$ cat config.mk
export PLATFORM = sky130hd
export DESIGN_NAME = gfx_ctrl_top
export DESIGN_NICKNAME = d
export VERILOG_FILES = /design/src/gfx_reg_pkg.sv /design/src/gfx_types_pkg.sv /design/src/gfx_axil_slave.sv /design/src/gfx_cmd_fifo.sv /design/src/gfx_cmd_executor.sv /design/src/gfx_ctrl_top.sv
export SDC_FILE = /design/constraint.sdc
export NUM_CORES = 1
export LEC_CHECK = 0
export BUFFER_PORTS_ARGS = -buffer_cell sky130_fd_sc_hd__buf_2
export CORE_MARGIN = 5
export CORE_UTILIZATION = 58
export DETAILED_ROUTE_END_ITERATION = 8
export PLACE_DENSITY = 0.75
export SLEW_MARGIN = 20
export SYNTH_ARGS = -nofsm -noshare
export SYNTH_HDL_FRONTEND = slang
export SYNTH_SLANG_ARGS = --single-unit
$ cat constraint.sdc
create_clock -name clk_i -period 37.3 [get_ports clk_i]
set_input_delay 7.46 -clock clk_i [delete_from_list [all_inputs] [get_ports clk_i]]
set_output_delay 7.46 -clock clk_i [all_outputs]
set_load 0.05 [all_outputs]
$ cat src/gfx_reg_pkg.sv
////////////////////////////////////////
// byte addresses of the kept registers on a word grid
// unlisted registers reset to zero
////////////////////////////////////////
`default_nettype none

package gfx_reg_pkg;

  localparam int GFX_ADDR_W = 8;

  // word aligned byte addresses
  localparam logic [GFX_ADDR_W-1:0] GFX_CONTROL       = 8'h00;
  localparam logic [GFX_ADDR_W-1:0] GFX_STATUS        = 8'h04;
  localparam logic [GFX_ADDR_W-1:0] GFX_TARGET_BASE   = 8'h08;
  localparam logic [GFX_ADDR_W-1:0] GFX_TARGET_SIZE_X = 8'h0C;
  localparam logic [GFX_ADDR_W-1:0] GFX_TARGET_SIZE_Y = 8'h10;
  localparam logic [GFX_ADDR_W-1:0] GFX_CLIP_X0       = 8'h14;
  localparam logic [GFX_ADDR_W-1:0] GFX_CLIP_Y0       = 8'h18;
  localparam logic [GFX_ADDR_W-1:0] GFX_CLIP_X1       = 8'h1C;
  localparam logic [GFX_ADDR_W-1:0] GFX_CLIP_Y1       = 8'h20;
  localparam logic [GFX_ADDR_W-1:0] GFX_DEST_X        = 8'h24;
  localparam logic [GFX_ADDR_W-1:0] GFX_DEST_Y        = 8'h28;
  localparam logic [GFX_ADDR_W-1:0] GFX_COLOR0        = 8'h2C;
  localparam logic [GFX_ADDR_W-1:0] GFX_ALPHA         = 8'h30;

  // control register fields
  localparam int GFX_CTRL_DEPTH_LSB = 0;
  localparam int GFX_CTRL_DEPTH_W   = 2;
  localparam int GFX_CTRL_RECT      = 4;
  localparam int GFX_CTRL_LINE      = 5;
  localparam int GFX_CTRL_CLIP      = 8;
  localparam int GFX_CTRL_BLEND     = 9;

  // status register fields
  localparam int GFX_STAT_BUSY      = 0;
  localparam int GFX_STAT_COUNT_LSB = 16;

  // target base is 8 byte aligned
  localparam int GFX_BASE_LSB = 3;

  localparam logic [31:0] GFX_ALPHA_RESET = 32'hFFFF_FFFF;

endpackage

`default_nettype wire

$ cat src/gfx_types_pkg.sv
////////////////////////////////////////
// queue depth must stay a power of two
////////////////////////////////////////
`default_nettype none

package gfx_types_pkg;
  import gfx_reg_pkg::*;

  localparam int REG_W          = 32;
  localparam int POINT_W        = 16;
  localparam int COLOR_W        = 32;
  localparam int ALPHA_W        = 8;
  localparam int CMD_FIFO_DEPTH = 16;
  localparam int CMD_FIFO_PTR_W = $clog2(CMD_FIFO_DEPTH);
  localparam int FIFO_COUNT_W   = CMD_FIFO_PTR_W + 1;

  typedef logic [REG_W-1:0]        reg_word_t;
  typedef logic [GFX_ADDR_W-1:0]   reg_addr_t;
  typedef logic [POINT_W-1:0]      point_t;
  typedef logic [COLOR_W-1:0]      color_t;
  typedef logic [FIFO_COUNT_W-1:0] fifo_count_t;
  typedef logic [REG_W/8-1:0]      axi_strb_t;
  typedef logic [1:0]              axi_resp_t;

  localparam axi_resp_t AXI_RESP_OKAY   = 2'b00;
  localparam axi_resp_t AXI_RESP_SLVERR = 2'b10;
  localparam axi_strb_t AXI_STRB_FULL   = '1;

  // one queued register write
  typedef struct packed {
    reg_addr_t addr;
    reg_word_t data;
  } cmd_entry_t;

  typedef struct packed {
    logic [REG_W-GFX_BASE_LSB-1:0] target_base;
    point_t                        size_x;
    point_t                        size_y;
    point_t                        clip_x0;
    point_t                        clip_y0;
    point_t                        clip_x1;
    point_t                        clip_y1;
    point_t                        dest_x;
    point_t                        dest_y;
    color_t                        color0;
    logic [ALPHA_W-1:0]            global_alpha;
    logic [GFX_CTRL_DEPTH_W-1:0]   color_depth;
    logic                          clip_enable;
    logic                          blend_enable;
  } draw_params_t;

  typedef enum logic {
    EXEC_IDLE,
    EXEC_BUSY
  } exec_state_e;

endpackage

`default_nettype wire

$ cat src/gfx_axil_slave.sv
////////////////////////////////////////
// one outstanding write and one outstanding read
// partial strobes get SLVERR and are dropped
////////////////////////////////////////
`timescale 1ns/1ps
`default_nettype none

module gfx_axil_slave
  import gfx_reg_pkg::*;
  import gfx_types_pkg::*;
(
  input  wire logic       clk_i,
  input  wire logic       rst_i,
  input  wire reg_addr_t  s_awaddr_i,
  input  wire logic       s_awvalid_i,
  output logic            s_awready_o,
  input  wire reg_word_t  s_wdata_i,
  input  wire axi_strb_t  s_wstrb_i,
  input  wire logic       s_wvalid_i,
  output logic            s_wready_o,
  output axi_resp_t       s_bresp_o,
  output logic            s_bvalid_o,
  input  wire logic       s_bready_i,
  input  wire reg_addr_t  s_araddr_i,
  input  wire logic       s_arvalid_i,
  output logic            s_arready_o,
  output reg_word_t       s_rdata_o,
  output axi_resp_t       s_rresp_o,
  output logic            s_rvalid_o,
  input  wire logic       s_rready_i,
  output logic            push_o,
  output cmd_entry_t      push_entry_o,
  input  wire logic       fifo_full_i,
  output reg_addr_t       rd_addr_o,
  input  wire reg_word_t  rd_data_i
);

  logic      wr_accept;
  logic      wr_full_word;
  logic      rd_accept;
  logic      bvalid_q;
  axi_resp_t bresp_q;
  logic      rvalid_q;
  logic      rvalid_d;
  logic      arready_q;
  reg_word_t rdata_q;

  function automatic reg_addr_t word_addr(input reg_addr_t addr);
    return {addr[GFX_ADDR_W-1:2], 2'b00};
  endfunction

  // address and data must arrive together
  assign wr_accept    = s_awvalid_i & s_wvalid_i & ~bvalid_q & ~fifo_full_i;
  assign wr_full_word = (s_wstrb_i == AXI_STRB_FULL);
  assign s_awready_o  = wr_accept;
  assign s_wready_o   = wr_accept;

  assign push_o            = wr_accept & wr_full_word;
  assign push_entry_o.addr = word_addr(s_awaddr_i);
  assign push_entry_o.data = s_wdata_i;

  always_ff @(posedge clk_i or posedge rst_i)
  begin
    if (rst_i)
    begin
      bvalid_q <= 1'b0;
    end
    else if (wr_accept)
    begin
      bvalid_q <= 1'b1;
    end
    else if (s_bready_i)
    begin
      bvalid_q <= 1'b0;
    end
  end

  always_ff @(posedge clk_i)
  begin
    if (wr_accept)
    begin
      bresp_q <= wr_full_word ? AXI_RESP_OKAY : AXI_RESP_SLVERR;
    end
  end

  assign s_bvalid_o = bvalid_q;
  assign s_bresp_o  = bresp_q;

  // read side
  assign rd_accept = s_arvalid_i & arready_q;
  assign rd_addr_o = word_addr(s_araddr_i);

  always_comb
  begin
    rvalid_d = rvalid_q;
    if (rd_accept)
    begin
      rvalid_d = 1'b1;
    end
    else if (s_rready_i)
    begin
      rvalid_d = 1'b0;
    end
  end

  // arready follows the next rvalid so it is low out of reset
  always_ff @(posedge clk_i or posedge rst_i)
  begin
    if (rst_i)
    begin
      rvalid_q  <= 1'b0;
      arready_q <= 1'b0;
    end
    else
    begin
      rvalid_q  <= rvalid_d;
      arready_q <= ~rvalid_d;
    end
  end

  always_ff @(posedge clk_i)
  begin
    if (rd_accept)
    begin
      rdata_q <= rd_data_i;
    end
  end

  assign s_arready_o = arready_q;
  assign s_rvalid_o  = rvalid_q;
  assign s_rdata_o   = rdata_q;
  // unmapped reads return zero and still answer OKAY
  assign s_rresp_o   = AXI_RESP_OKAY;

endmodule

`default_nettype wire

$ cat src/gfx_cmd_fifo.sv
////////////////////////////////////////
// push while full and pop while empty are ignored
////////////////////////////////////////
`timescale 1ns/1ps
`default_nettype none

module gfx_cmd_fifo
  import gfx_types_pkg::*;
(
  input  wire logic        clk_i,
  input  wire logic        rst_i,
  input  wire logic        push_i,
  input  wire cmd_entry_t  push_entry_i,
  output logic             full_o,
  input  wire logic        pop_i,
  output logic             valid_o,
  output cmd_entry_t       head_o,
  output fifo_count_t      count_o
);

  cmd_entry_t                mem [CMD_FIFO_DEPTH];
  logic [CMD_FIFO_PTR_W-1:0] wr_ptr_q;
  logic [CMD_FIFO_PTR_W-1:0] rd_ptr_q;
  fifo_count_t               count_q;
  logic                      do_push;
  logic                      do_pop;

  assign full_o  = (count_q == fifo_count_t'(CMD_FIFO_DEPTH));
  assign valid_o = (count_q != '0);
  assign do_push = push_i & ~full_o;
  assign do_pop  = pop_i & valid_o;

  // head is visible without a read cycle
  assign head_o  = mem[rd_ptr_q];
  assign count_o = count_q;

  always_ff @(posedge clk_i)
  begin
    if (do_push)
    begin
      mem[wr_ptr_q] <= push_entry_i;
    end
  end

  // pointers wrap on their own width
  always_ff @(posedge clk_i or posedge rst_i)
  begin
    if (rst_i)
    begin
      wr_ptr_q <= '0;
      rd_ptr_q <= '0;
      count_q  <= '0;
    end
    else
    begin
      if (do_push)
      begin
        wr_ptr_q <= wr_ptr_q + 1'b1;
      end
      if (do_pop)
      begin
        rd_ptr_q <= rd_ptr_q + 1'b1;
      end
      if (do_push && !do_pop)
      begin
        count_q <= count_q + 1'b1;
      end
      else if (do_pop && !do_push)
      begin
        count_q <= count_q - 1'b1;
      end
    end
  end

endmodule

`default_nettype wire

$ cat src/gfx_cmd_executor.sv
////////////////////////////////////////
// writes to status or unmapped addresses are dropped
// busy also covers a trigger not yet launched
////////////////////////////////////////
`timescale 1ns/1ps
`default_nettype none

module gfx_cmd_executor
  import gfx_reg_pkg::*;
  import gfx_types_pkg::*;
(
  input  wire logic         clk_i,
  input  wire logic         rst_i,
  input  wire logic         fifo_valid_i,
  input  wire cmd_entry_t   fifo_head_i,
  input  wire fifo_count_t  fifo_count_i,
  output logic              pop_o,
  input  wire reg_addr_t    rd_addr_i,
  output reg_word_t         rd_data_o,
  output draw_params_t      draw_params_o,
  output logic              rect_start_o,
  output logic              line_start_o,
  input  wire logic         draw_done_i
);

  exec_state_e state_q;
  reg_word_t   control_q;
  reg_word_t   target_base_q;
  reg_word_t   size_x_q;
  reg_word_t   size_y_q;
  reg_word_t   clip_x0_q;
  reg_word_t   clip_y0_q;
  reg_word_t   clip_x1_q;
  reg_word_t   clip_y1_q;
  reg_word_t   dest_x_q;
  reg_word_t   dest_y_q;
  reg_word_t   color0_q;
  reg_word_t   alpha_q;
  reg_word_t   status_w;
  logic        trig_pending;
  logic        launch;

  assign trig_pending = control_q[GFX_CTRL_RECT] | control_q[GFX_CTRL_LINE];
  // queued writes wait while a draw is pending or running
  assign pop_o        = fifo_valid_i & (state_q == EXEC_IDLE) & ~trig_pending;
  assign launch       = (state_q == EXEC_IDLE) & trig_pending;
  assign rect_start_o = launch & control_q[GFX_CTRL_RECT];
  assign line_start_o = launch & control_q[GFX_CTRL_LINE];

  always_ff @(posedge clk_i or posedge rst_i)
  begin
    if (rst_i)
    begin
      control_q     <= '0;
      target_base_q <= '0;
      size_x_q      <= '0;
      size_y_q      <= '0;
      clip_x0_q     <= '0;
      clip_y0_q     <= '0;
      clip_x1_q     <= '0;
      clip_y1_q     <= '0;
      dest_x_q      <= '0;
      dest_y_q      <= '0;
      color0_q      <= '0;
      alpha_q       <= GFX_ALPHA_RESET;
    end
    else if (pop_o)
    begin
      case (fifo_head_i.addr)
        GFX_CONTROL:       control_q     <= fifo_head_i.data;
        GFX_TARGET_BASE:   target_base_q <= fifo_head_i.data;
        GFX_TARGET_SIZE_X: size_x_q      <= fifo_head_i.data;
        GFX_TARGET_SIZE_Y: size_y_q      <= fifo_head_i.data;
        GFX_CLIP_X0:       clip_x0_q     <= fifo_head_i.data;
        GFX_CLIP_Y0:       clip_y0_q     <= fifo_head_i.data;
        GFX_CLIP_X1:       clip_x1_q     <= fifo_head_i.data;
        GFX_CLIP_Y1:       clip_y1_q     <= fifo_head_i.data;
        GFX_DEST_X:        dest_x_q      <= fifo_head_i.data;
        GFX_DEST_Y:        dest_y_q      <= fifo_head_i.data;
        GFX_COLOR0:        color0_q      <= fifo_head_i.data;
        GFX_ALPHA:         alpha_q       <= fifo_head_i.data;
        default: ;
      endcase
    end
    else if (launch)
    begin
      // trigger bits are one shot
      control_q[GFX_CTRL_RECT] <= 1'b0;
      control_q[GFX_CTRL_LINE] <= 1'b0;
    end
  end

  always_ff @(posedge clk_i or posedge rst_i)
  begin
    if (rst_i)
    begin
      state_q <= EXEC_IDLE;
    end
    else
    begin
      case (state_q)
        EXEC_IDLE:
        begin
          if (launch)
          begin
            state_q <= EXEC_BUSY;
          end
        end
        EXEC_BUSY:
        begin
          if (draw_done_i)
          begin
            state_q <= EXEC_IDLE;
          end
        end
        default:
        begin
          state_q <= EXEC_IDLE;
        end
      endcase
    end
  end

  assign draw_params_o.target_base  = target_base_q[REG_W-1:GFX_BASE_LSB];
  assign draw_params_o.size_x       = size_x_q[POINT_W-1:0];
  assign draw_params_o.size_y       = size_y_q[POINT_W-1:0];
  assign draw_params_o.clip_x0      = clip_x0_q[POINT_W-1:0];
  assign draw_params_o.clip_y0      = clip_y0_q[POINT_W-1:0];
  assign draw_params_o.clip_x1      = clip_x1_q[POINT_W-1:0];
  assign draw_params_o.clip_y1      = clip_y1_q[POINT_W-1:0];
  assign draw_params_o.dest_x       = dest_x_q[POINT_W-1:0];
  assign draw_params_o.dest_y       = dest_y_q[POINT_W-1:0];
  assign draw_params_o.color0       = color0_q;
  assign draw_params_o.global_alpha = alpha_q[ALPHA_W-1:0];
  assign draw_params_o.color_depth  = control_q[GFX_CTRL_DEPTH_LSB +: GFX_CTRL_DEPTH_W];
  assign draw_params_o.clip_enable  = control_q[GFX_CTRL_CLIP];
  assign draw_params_o.blend_enable = control_q[GFX_CTRL_BLEND];

  always_comb
  begin
    status_w = '0;
    status_w[GFX_STAT_BUSY] = (state_q == EXEC_BUSY) | trig_pending;
    status_w[GFX_STAT_COUNT_LSB +: FIFO_COUNT_W] = fifo_count_i;
  end

  // applied values only
  always_comb
  begin
    case (rd_addr_i)
      GFX_CONTROL:       rd_data_o = control_q;
      GFX_STATUS:        rd_data_o = status_w;
      GFX_TARGET_BASE:   rd_data_o = target_base_q;
      GFX_TARGET_SIZE_X: rd_data_o = size_x_q;
      GFX_TARGET_SIZE_Y: rd_data_o = size_y_q;
      GFX_CLIP_X0:       rd_data_o = clip_x0_q;
      GFX_CLIP_Y0:       rd_data_o = clip_y0_q;
      GFX_CLIP_X1:       rd_data_o = clip_x1_q;
      GFX_CLIP_Y1:       rd_data_o = clip_y1_q;
      GFX_DEST_X:        rd_data_o = dest_x_q;
      GFX_DEST_Y:        rd_data_o = dest_y_q;
      GFX_COLOR0:        rd_data_o = color0_q;
      GFX_ALPHA:         rd_data_o = alpha_q;
      default:           rd_data_o = '0;
    endcase
  end

endmodule

`default_nettype wire

$ cat src/gfx_ctrl_top.sv
////////////////////////////////////////
// AXI4-Lite register front end of the 2D engine
////////////////////////////////////////
`timescale 1ns/1ps
`default_nettype none

module gfx_ctrl_top
  import gfx_types_pkg::*;
(
  input  wire logic       clk_i,
  input  wire logic       rst_i,
  input  wire reg_addr_t  s_awaddr_i,
  input  wire logic       s_awvalid_i,
  output logic            s_awready_o,
  input  wire reg_word_t  s_wdata_i,
  input  wire axi_strb_t  s_wstrb_i,
  input  wire logic       s_wvalid_i,
  output logic            s_wready_o,
  output axi_resp_t       s_bresp_o,
  output logic            s_bvalid_o,
  input  wire logic       s_bready_i,
  input  wire reg_addr_t  s_araddr_i,
  input  wire logic       s_arvalid_i,
  output logic            s_arready_o,
  output reg_word_t       s_rdata_o,
  output axi_resp_t       s_rresp_o,
  output logic            s_rvalid_o,
  input  wire logic       s_rready_i,
  output draw_params_t    draw_params_o,
  output logic            rect_start_o,
  output logic            line_start_o,
  input  wire logic       draw_done_i
);

  logic        push;
  cmd_entry_t  push_entry;
  logic        fifo_full;
  logic        pop;
  logic        fifo_valid;
  cmd_entry_t  fifo_head;
  fifo_count_t fifo_count;
  reg_addr_t   rd_addr;
  reg_word_t   rd_data;

  gfx_axil_slave axil_slave_inst (
    .clk_i        (clk_i),
    .rst_i        (rst_i),
    .s_awaddr_i   (s_awaddr_i),
    .s_awvalid_i  (s_awvalid_i),
    .s_awready_o  (s_awready_o),
    .s_wdata_i    (s_wdata_i),
    .s_wstrb_i    (s_wstrb_i),
    .s_wvalid_i   (s_wvalid_i),
    .s_wready_o   (s_wready_o),
    .s_bresp_o    (s_bresp_o),
    .s_bvalid_o   (s_bvalid_o),
    .s_bready_i   (s_bready_i),
    .s_araddr_i   (s_araddr_i),
    .s_arvalid_i  (s_arvalid_i),
    .s_arready_o  (s_arready_o),
    .s_rdata_o    (s_rdata_o),
    .s_rresp_o    (s_rresp_o),
    .s_rvalid_o   (s_rvalid_o),
    .s_rready_i   (s_rready_i),
    .push_o       (push),
    .push_entry_o (push_entry),
    .fifo_full_i  (fifo_full),
    .rd_addr_o    (rd_addr),
    .rd_data_i    (rd_data)
  );

  gfx_cmd_fifo cmd_fifo_inst (
    .clk_i        (clk_i),
    .rst_i        (rst_i),
    .push_i       (push),
    .push_entry_i (push_entry),
    .full_o       (fifo_full),
    .pop_i        (pop),
    .valid_o      (fifo_valid),
    .head_o       (fifo_head),
    .count_o      (fifo_count)
  );

  gfx_cmd_executor cmd_executor_inst (
    .clk_i         (clk_i),
    .rst_i         (rst_i),
    .fifo_valid_i  (fifo_valid),
    .fifo_head_i   (fifo_head),
    .fifo_count_i  (fifo_count),
    .pop_o         (pop),
    .rd_addr_i     (rd_addr),
    .rd_data_o     (rd_data),
    .draw_params_o (draw_params_o),
    .rect_start_o  (rect_start_o),
    .line_start_o  (line_start_o),
    .draw_done_i   (draw_done_i)
  );

endmodule

`default_nettype wire

After elaboration in Yosys (flattened, before gate mapping)
Memories as Yosys holds them, arrays and structs flattened.
Index checks and enable logic that the tools add are counted.
{"block": "classes", "addsub": 4, "n_bitwise": 19, "order_cmp": 0, "n_eq_ne": 26, "n_mux": 16, "n_div": 0, "shifts": 0, "mul": 0, "reduce_logical": 23}
{"cell": "one-hot mux 32 bit (13 select lines)", "count": 1}
{"cell": "== test 8 x 6 -> 1 bit, second input constant", "count": 5}
{"cell": "== test 8 x 5 -> 1 bit, second input constant", "count": 4}
{"cell": "== test 6 x 4 -> 1 bit, second input constant", "count": 5}
{"cell": "AND reduction 2 bit", "count": 13}
{"cell": "== test 6 x 3 -> 1 bit, second input constant", "count": 4}
{"cell": "== test 8 x 4 -> 1 bit, second input constant", "count": 2}
{"cell": "zero test 8 bit", "count": 2}
{"cell": "AND 1 bit", "count": 12}
{"cell": "== test 6 x 2 -> 1 bit, second input constant", "count": 2}
{"cell": "two-way mux 5 bit", "count": 2}
{"cell": "adder 4 x 1 -> 4 bit, second input constant", "count": 2}
{"cell": "two-way mux 1 bit", "count": 8}
{"cell": "== test 6 x 1 -> 1 bit, second input constant", "count": 1}
{"cell": "two-way mux 2 bit", "count": 3}
{"cell": "two-way mux 6 bit", "count": 1}
{"cell": "nonzero test 2 bit", "count": 3}
{"cell": "adder 5 x 1 -> 5 bit, second input constant", "count": 1}
{"cell": "== test 5 bit, second input constant", "count": 1}
{"cell": "inverter 1 bit", "count": 5}
{"cell": "nonzero test 5 bit", "count": 1}
{"cell": "subtractor 5 x 1 -> 5 bit, second input constant", "count": 1}
{"cell": "== test 4 bit, second input constant", "count": 1}
{"cell": "logical AND 1 bit", "count": 2}
{"cell": "4 further kinds", "count": 6}
{"block": "totals", "mem_bits_rw": 608, "n_memories": 1, "inputBits": 60, "latchBits": 0, "word_cells": 111, "mem_bits_ro": 0, "ff_bits": 435}
{"name": "cmd_fifo_inst.mem", "words": 16, "word_bits": 38, "rd": 1, "rd_clocked_by_memory_dff": 0, "wr": 1, "line_no": "gfx_cmd_fifo.sv:21", "rtl": "cmd_entry_t mem [CMD_FIFO_DEPTH];"}

Depth between registers and ports, before layout
{"block": "logic_depth", "depth_word": 9, "mapped_depth": 10, "mapped_depth_nobuf": 10}

By module
From an unflattened synthesis, not the netlist that was laid out.
{"block": "hier_totals", "cells_unflattened": 2876, "area_unflattened_um2": 46547.1}
{"mod": "gfx_cmd_fifo", "area_per_inst_um2": 25313.0, "instances": 1, "cells_per_inst": 1282}
{"mod": "gfx_cmd_executor", "area_per_inst_um2": 19693.9, "instances": 1, "cells_per_inst": 1493}
{"mod": "gfx_axil_slave", "area_per_inst_um2": 1540.2, "instances": 1, "cells_per_inst": 101}

Worst setup path after synthesis
No wires, ideal clock.
{"block": "synth_timing", "path_type": "input-to-output", "startpoint": "input port s_awvalid_i", "endpoint": "output port s_wready_o", "setup_slack_ns": 20.537, "t_arrival_ns": 9.303, "path_stages": 3, "cell_sequence": "nand2_1 > a211oi_1 > buf_4"}
{"block": "synth_via", "elab_chain_cells": 3}
{"element": "start: declaration", "line_no": "gfx_ctrl_top.sv:13", "rtl": "input wire logic s_awvalid_i,"}
{"element": "AND 1 bit (3 in a row)", "line_no": "gfx_axil_slave.sv:53", "rtl": "assign wr_accept = s_awvalid_i & s_wvalid_i & ~bvalid_q & ~fifo_full_i;"}
{"element": "end: declaration", "line_no": "gfx_ctrl_top.sv:18", "rtl": "output logic s_wready_o,"}
Every way passes these cells.

Worst setup path after layout
{"block": "layout_timing", "startpoint": "input port s_awvalid_i", "endpoint": "output port s_awready_o"}
{"block": "layout_via", "elab_chain_cells": 3}
{"element": "AND 1 bit (3 in a row)", "line_no": "gfx_axil_slave.sv:53"}
{"element": "end: declaration", "line_no": "gfx_ctrl_top.sv:14", "rtl": "output logic s_awready_o,"}
Every way passes these cells.

==> out/qor.txt <==
reg-to-reg slack, setup: 32.15 ns
post-route setup TNS: 0 ns
Crit Path Class: in2out
CP required: 29.84 ns
clock skew: 0.0276 ns
fin crit period: 15.86 ns
IR drop worst, VDD: 58.6 µV
CTS buffer count: 102
synth unique cells: 67
max reg flops: 608
CP max FO: 4
DRT iter0 DRCs: 2,508
Yosys top cell by area: edfxtp_1
Total Wirelength: 106,000 µm
Startpoint Class: input pin
fin crit share: 0.425
# IOs: 304
vias in the first global route: 24.2k
antenna-violating nets left: 0
worst skew pair latency: 0.66 ns
Die Wd: 282 µm
CTS root buffer: clkbuf_16
f_max: 0.0631 GHz
Reg clk slew, reported paths: 0.06 ns
core area: 0.0732 mm²
Max H-tree Level: 3
1st-pass router iterations: 6
FFs w/ async S/R, synth: 0.385
Synth Register Bits: 1,042
Die Y: 282 µm
Vias/cell: 6.48
WHS: 0.490 ns
CTS tree: yes
# port buffers: 296
Slew Limit Fails: 0
global-route wire length before repair: 157,000 µm
count leader, synth: edfxtp_1
row cnt: 99
GRT overflow: 0
largest register by flop count: cmd_fifo_inst.mem
final setup fails: 0
hold buffers post-CTS: 0
Crit. End Element: output pin
power per cell area: 85.0 mW/mm²
Initial Utilization: 0.586
synth top area cells: edfxtp_1 45%, dfrtp_1 22%, mux4_2 9.3%
die area: 0.0796 mm²
initial antenna violation count: 14
top cells by count, synth: 641 x edfxtp_1, 369 x dfrtp_1, 282 x mux2_2
LEAKAGE: 18.1 nW
Seq/Total Area, Yosys: 0.683
cell count after synthesis: 2,353
placed insts: 3,334
Slew HR: 0.250
Area Overhead vs Synth: 10.8%
main flop type after synthesis: edfxtp_1
CTS Sinks: 1,042
RSZ-0062 raised after global routing: false
post-CTS setup buffer count: 0
gr usage total: 0.267
HPWL after detailed placement: 59,600 µm
worst-case clock buffer depth: 3
Yosys warnings: 0
CTS-repair resized insts: 0
Layout fillers: 4,778
wire per inst: 30.1 µm
EDFF count, synth: 641
area of the mapped netlist: 0.0429 mm²
Syn Area/Cell: 18.2 µm²
status: finished, final reports clean
largest net degree at the start of global routing: 140
Finished Layout Cells: 3,530
Slew @ Worst Pin: 1.13 ns
HP Class: reg2reg
drt drc: 0
post-synth top area share: 0.448
share of cells above drive strength 1: 0.409
max cap viols: 0
total number of vias: 22.9k
crit path DAT: 8.40 ns
RD Place Congestion: 0.835
final hold violation count: 0
Nets: 2,550
==> metal layers <==
metal,wire [µm],share of wire,vias to the layer above,GRT usage
met3,9020,0.085,268,0.0540
met1,39800,0.37,12072,0.350
li1,-,-,9366,-
met4,3660,0.034,10,0.0938
met5,58,0.00055,-,0
met2,53600,0.51,1159,0.452
==> area by class of cell <==
cell class	instances	area [µm²]	area share
flip-flops and latches	1042	29300	0.617
multi-input cells	970	11600	0.244
clock buffers	143	2900	0.0610
repair buffers	349	1910	0.0402
well taps	959	1200	0.0252
clock inverters	48	523	0.0110
inverters	15	63.8	0.00134
diodes	4	10.0	0.000210
==> path summary, 6_finish.rpt <==
path                                                    start                                 end  cells past startpoint
setup / recovery                                  s_awvalid_i                         s_awready_o                      4
hold / removal             cmd_executor_inst.target_base_q[0]  cmd_executor_inst.target_base_q[0]                      1
setup reg to reg                    cmd_fifo_inst.rd_ptr_q[1]      cmd_executor_inst.size_y_q[13]                      9
hold reg to reg            cmd_executor_inst.target_base_q[0]  cmd_executor_inst.target_base_q[0]                      1
max in group asynchronous                               rst_i     cmd_executor_inst.clip_y1_q[12]                      4
min in group asynchronous                               rst_i       cmd_executor_inst.dest_y_q[6]                      2
==> placed cells by master, fill, tap and decap left out, types with 5 or more instances in the layout <==
cell type,n
clkbuf_1,26
inv_1,11
nand2_1,34
dfstp_2,32
nor2_4,11
mux2_1,102
clkbuf_8,11
and4_1,14
a22oi_1,92
nand2b_1,5
xnor2_1,8
ha_1,9
a211o_1,13
mux2_2,282
mux4_2,177
nor2_1,12
and3_1,6
clkbuf_16,106
nand3_1,7
nor2b_1,6
and2_2,8
buf_2,296
edfxtp_1,641
bufinv_16,9
dfrtp_1,365
a221oi_1,6
nand4_1,16
o21ai_0,9
a22o_1,18
buf_4,51
a222oi_1,44
nor3_2,10
nor3_1,7
clkinv_1,16
a21oi_1,11
clkinv_2,15
==> per-stage QoR <==
step	util	cell area (µm²)	power [W]	setup WS [ns]
6_report	0.650	47600	0.00404	21.44
5_1_grt	0.650	47600	0.00420	21.39
4_1_cts	0.649	47500	0.00405	21.43
3_5_place_dp	0.602	44100	0.00301	21.45
3_3_place_gp	0.602	44100	0.00296	21.46
2_1_floorplan	-	42900	0.00274	18.74
==> cells by family after synthesis <==
group           Yosys count  share of synthesized area
xor+xnor                 11                    0.00224
buf+inv                 343                     0.0505
other cells               1                  0.0000874
simple gates            174                     0.0271
fa+ha+maj                10                    0.00309
mux                     565                      0.195
compound gates          207                     0.0395
flops                  1042                      0.683
==> power by group <==
group	switching (W)	internal, W
Sequential	0.000167	0.00143
Combinational	0.000904	0.000497
Clock	0.000430	0.000607
==> worst max-delay path, stage by stage <==
cell and delay, ns:
buf_2 0.08, nand2_1 0.07, a211oi_1 0.43, buf_2 0.36
(Power assumes the default switching activity.)
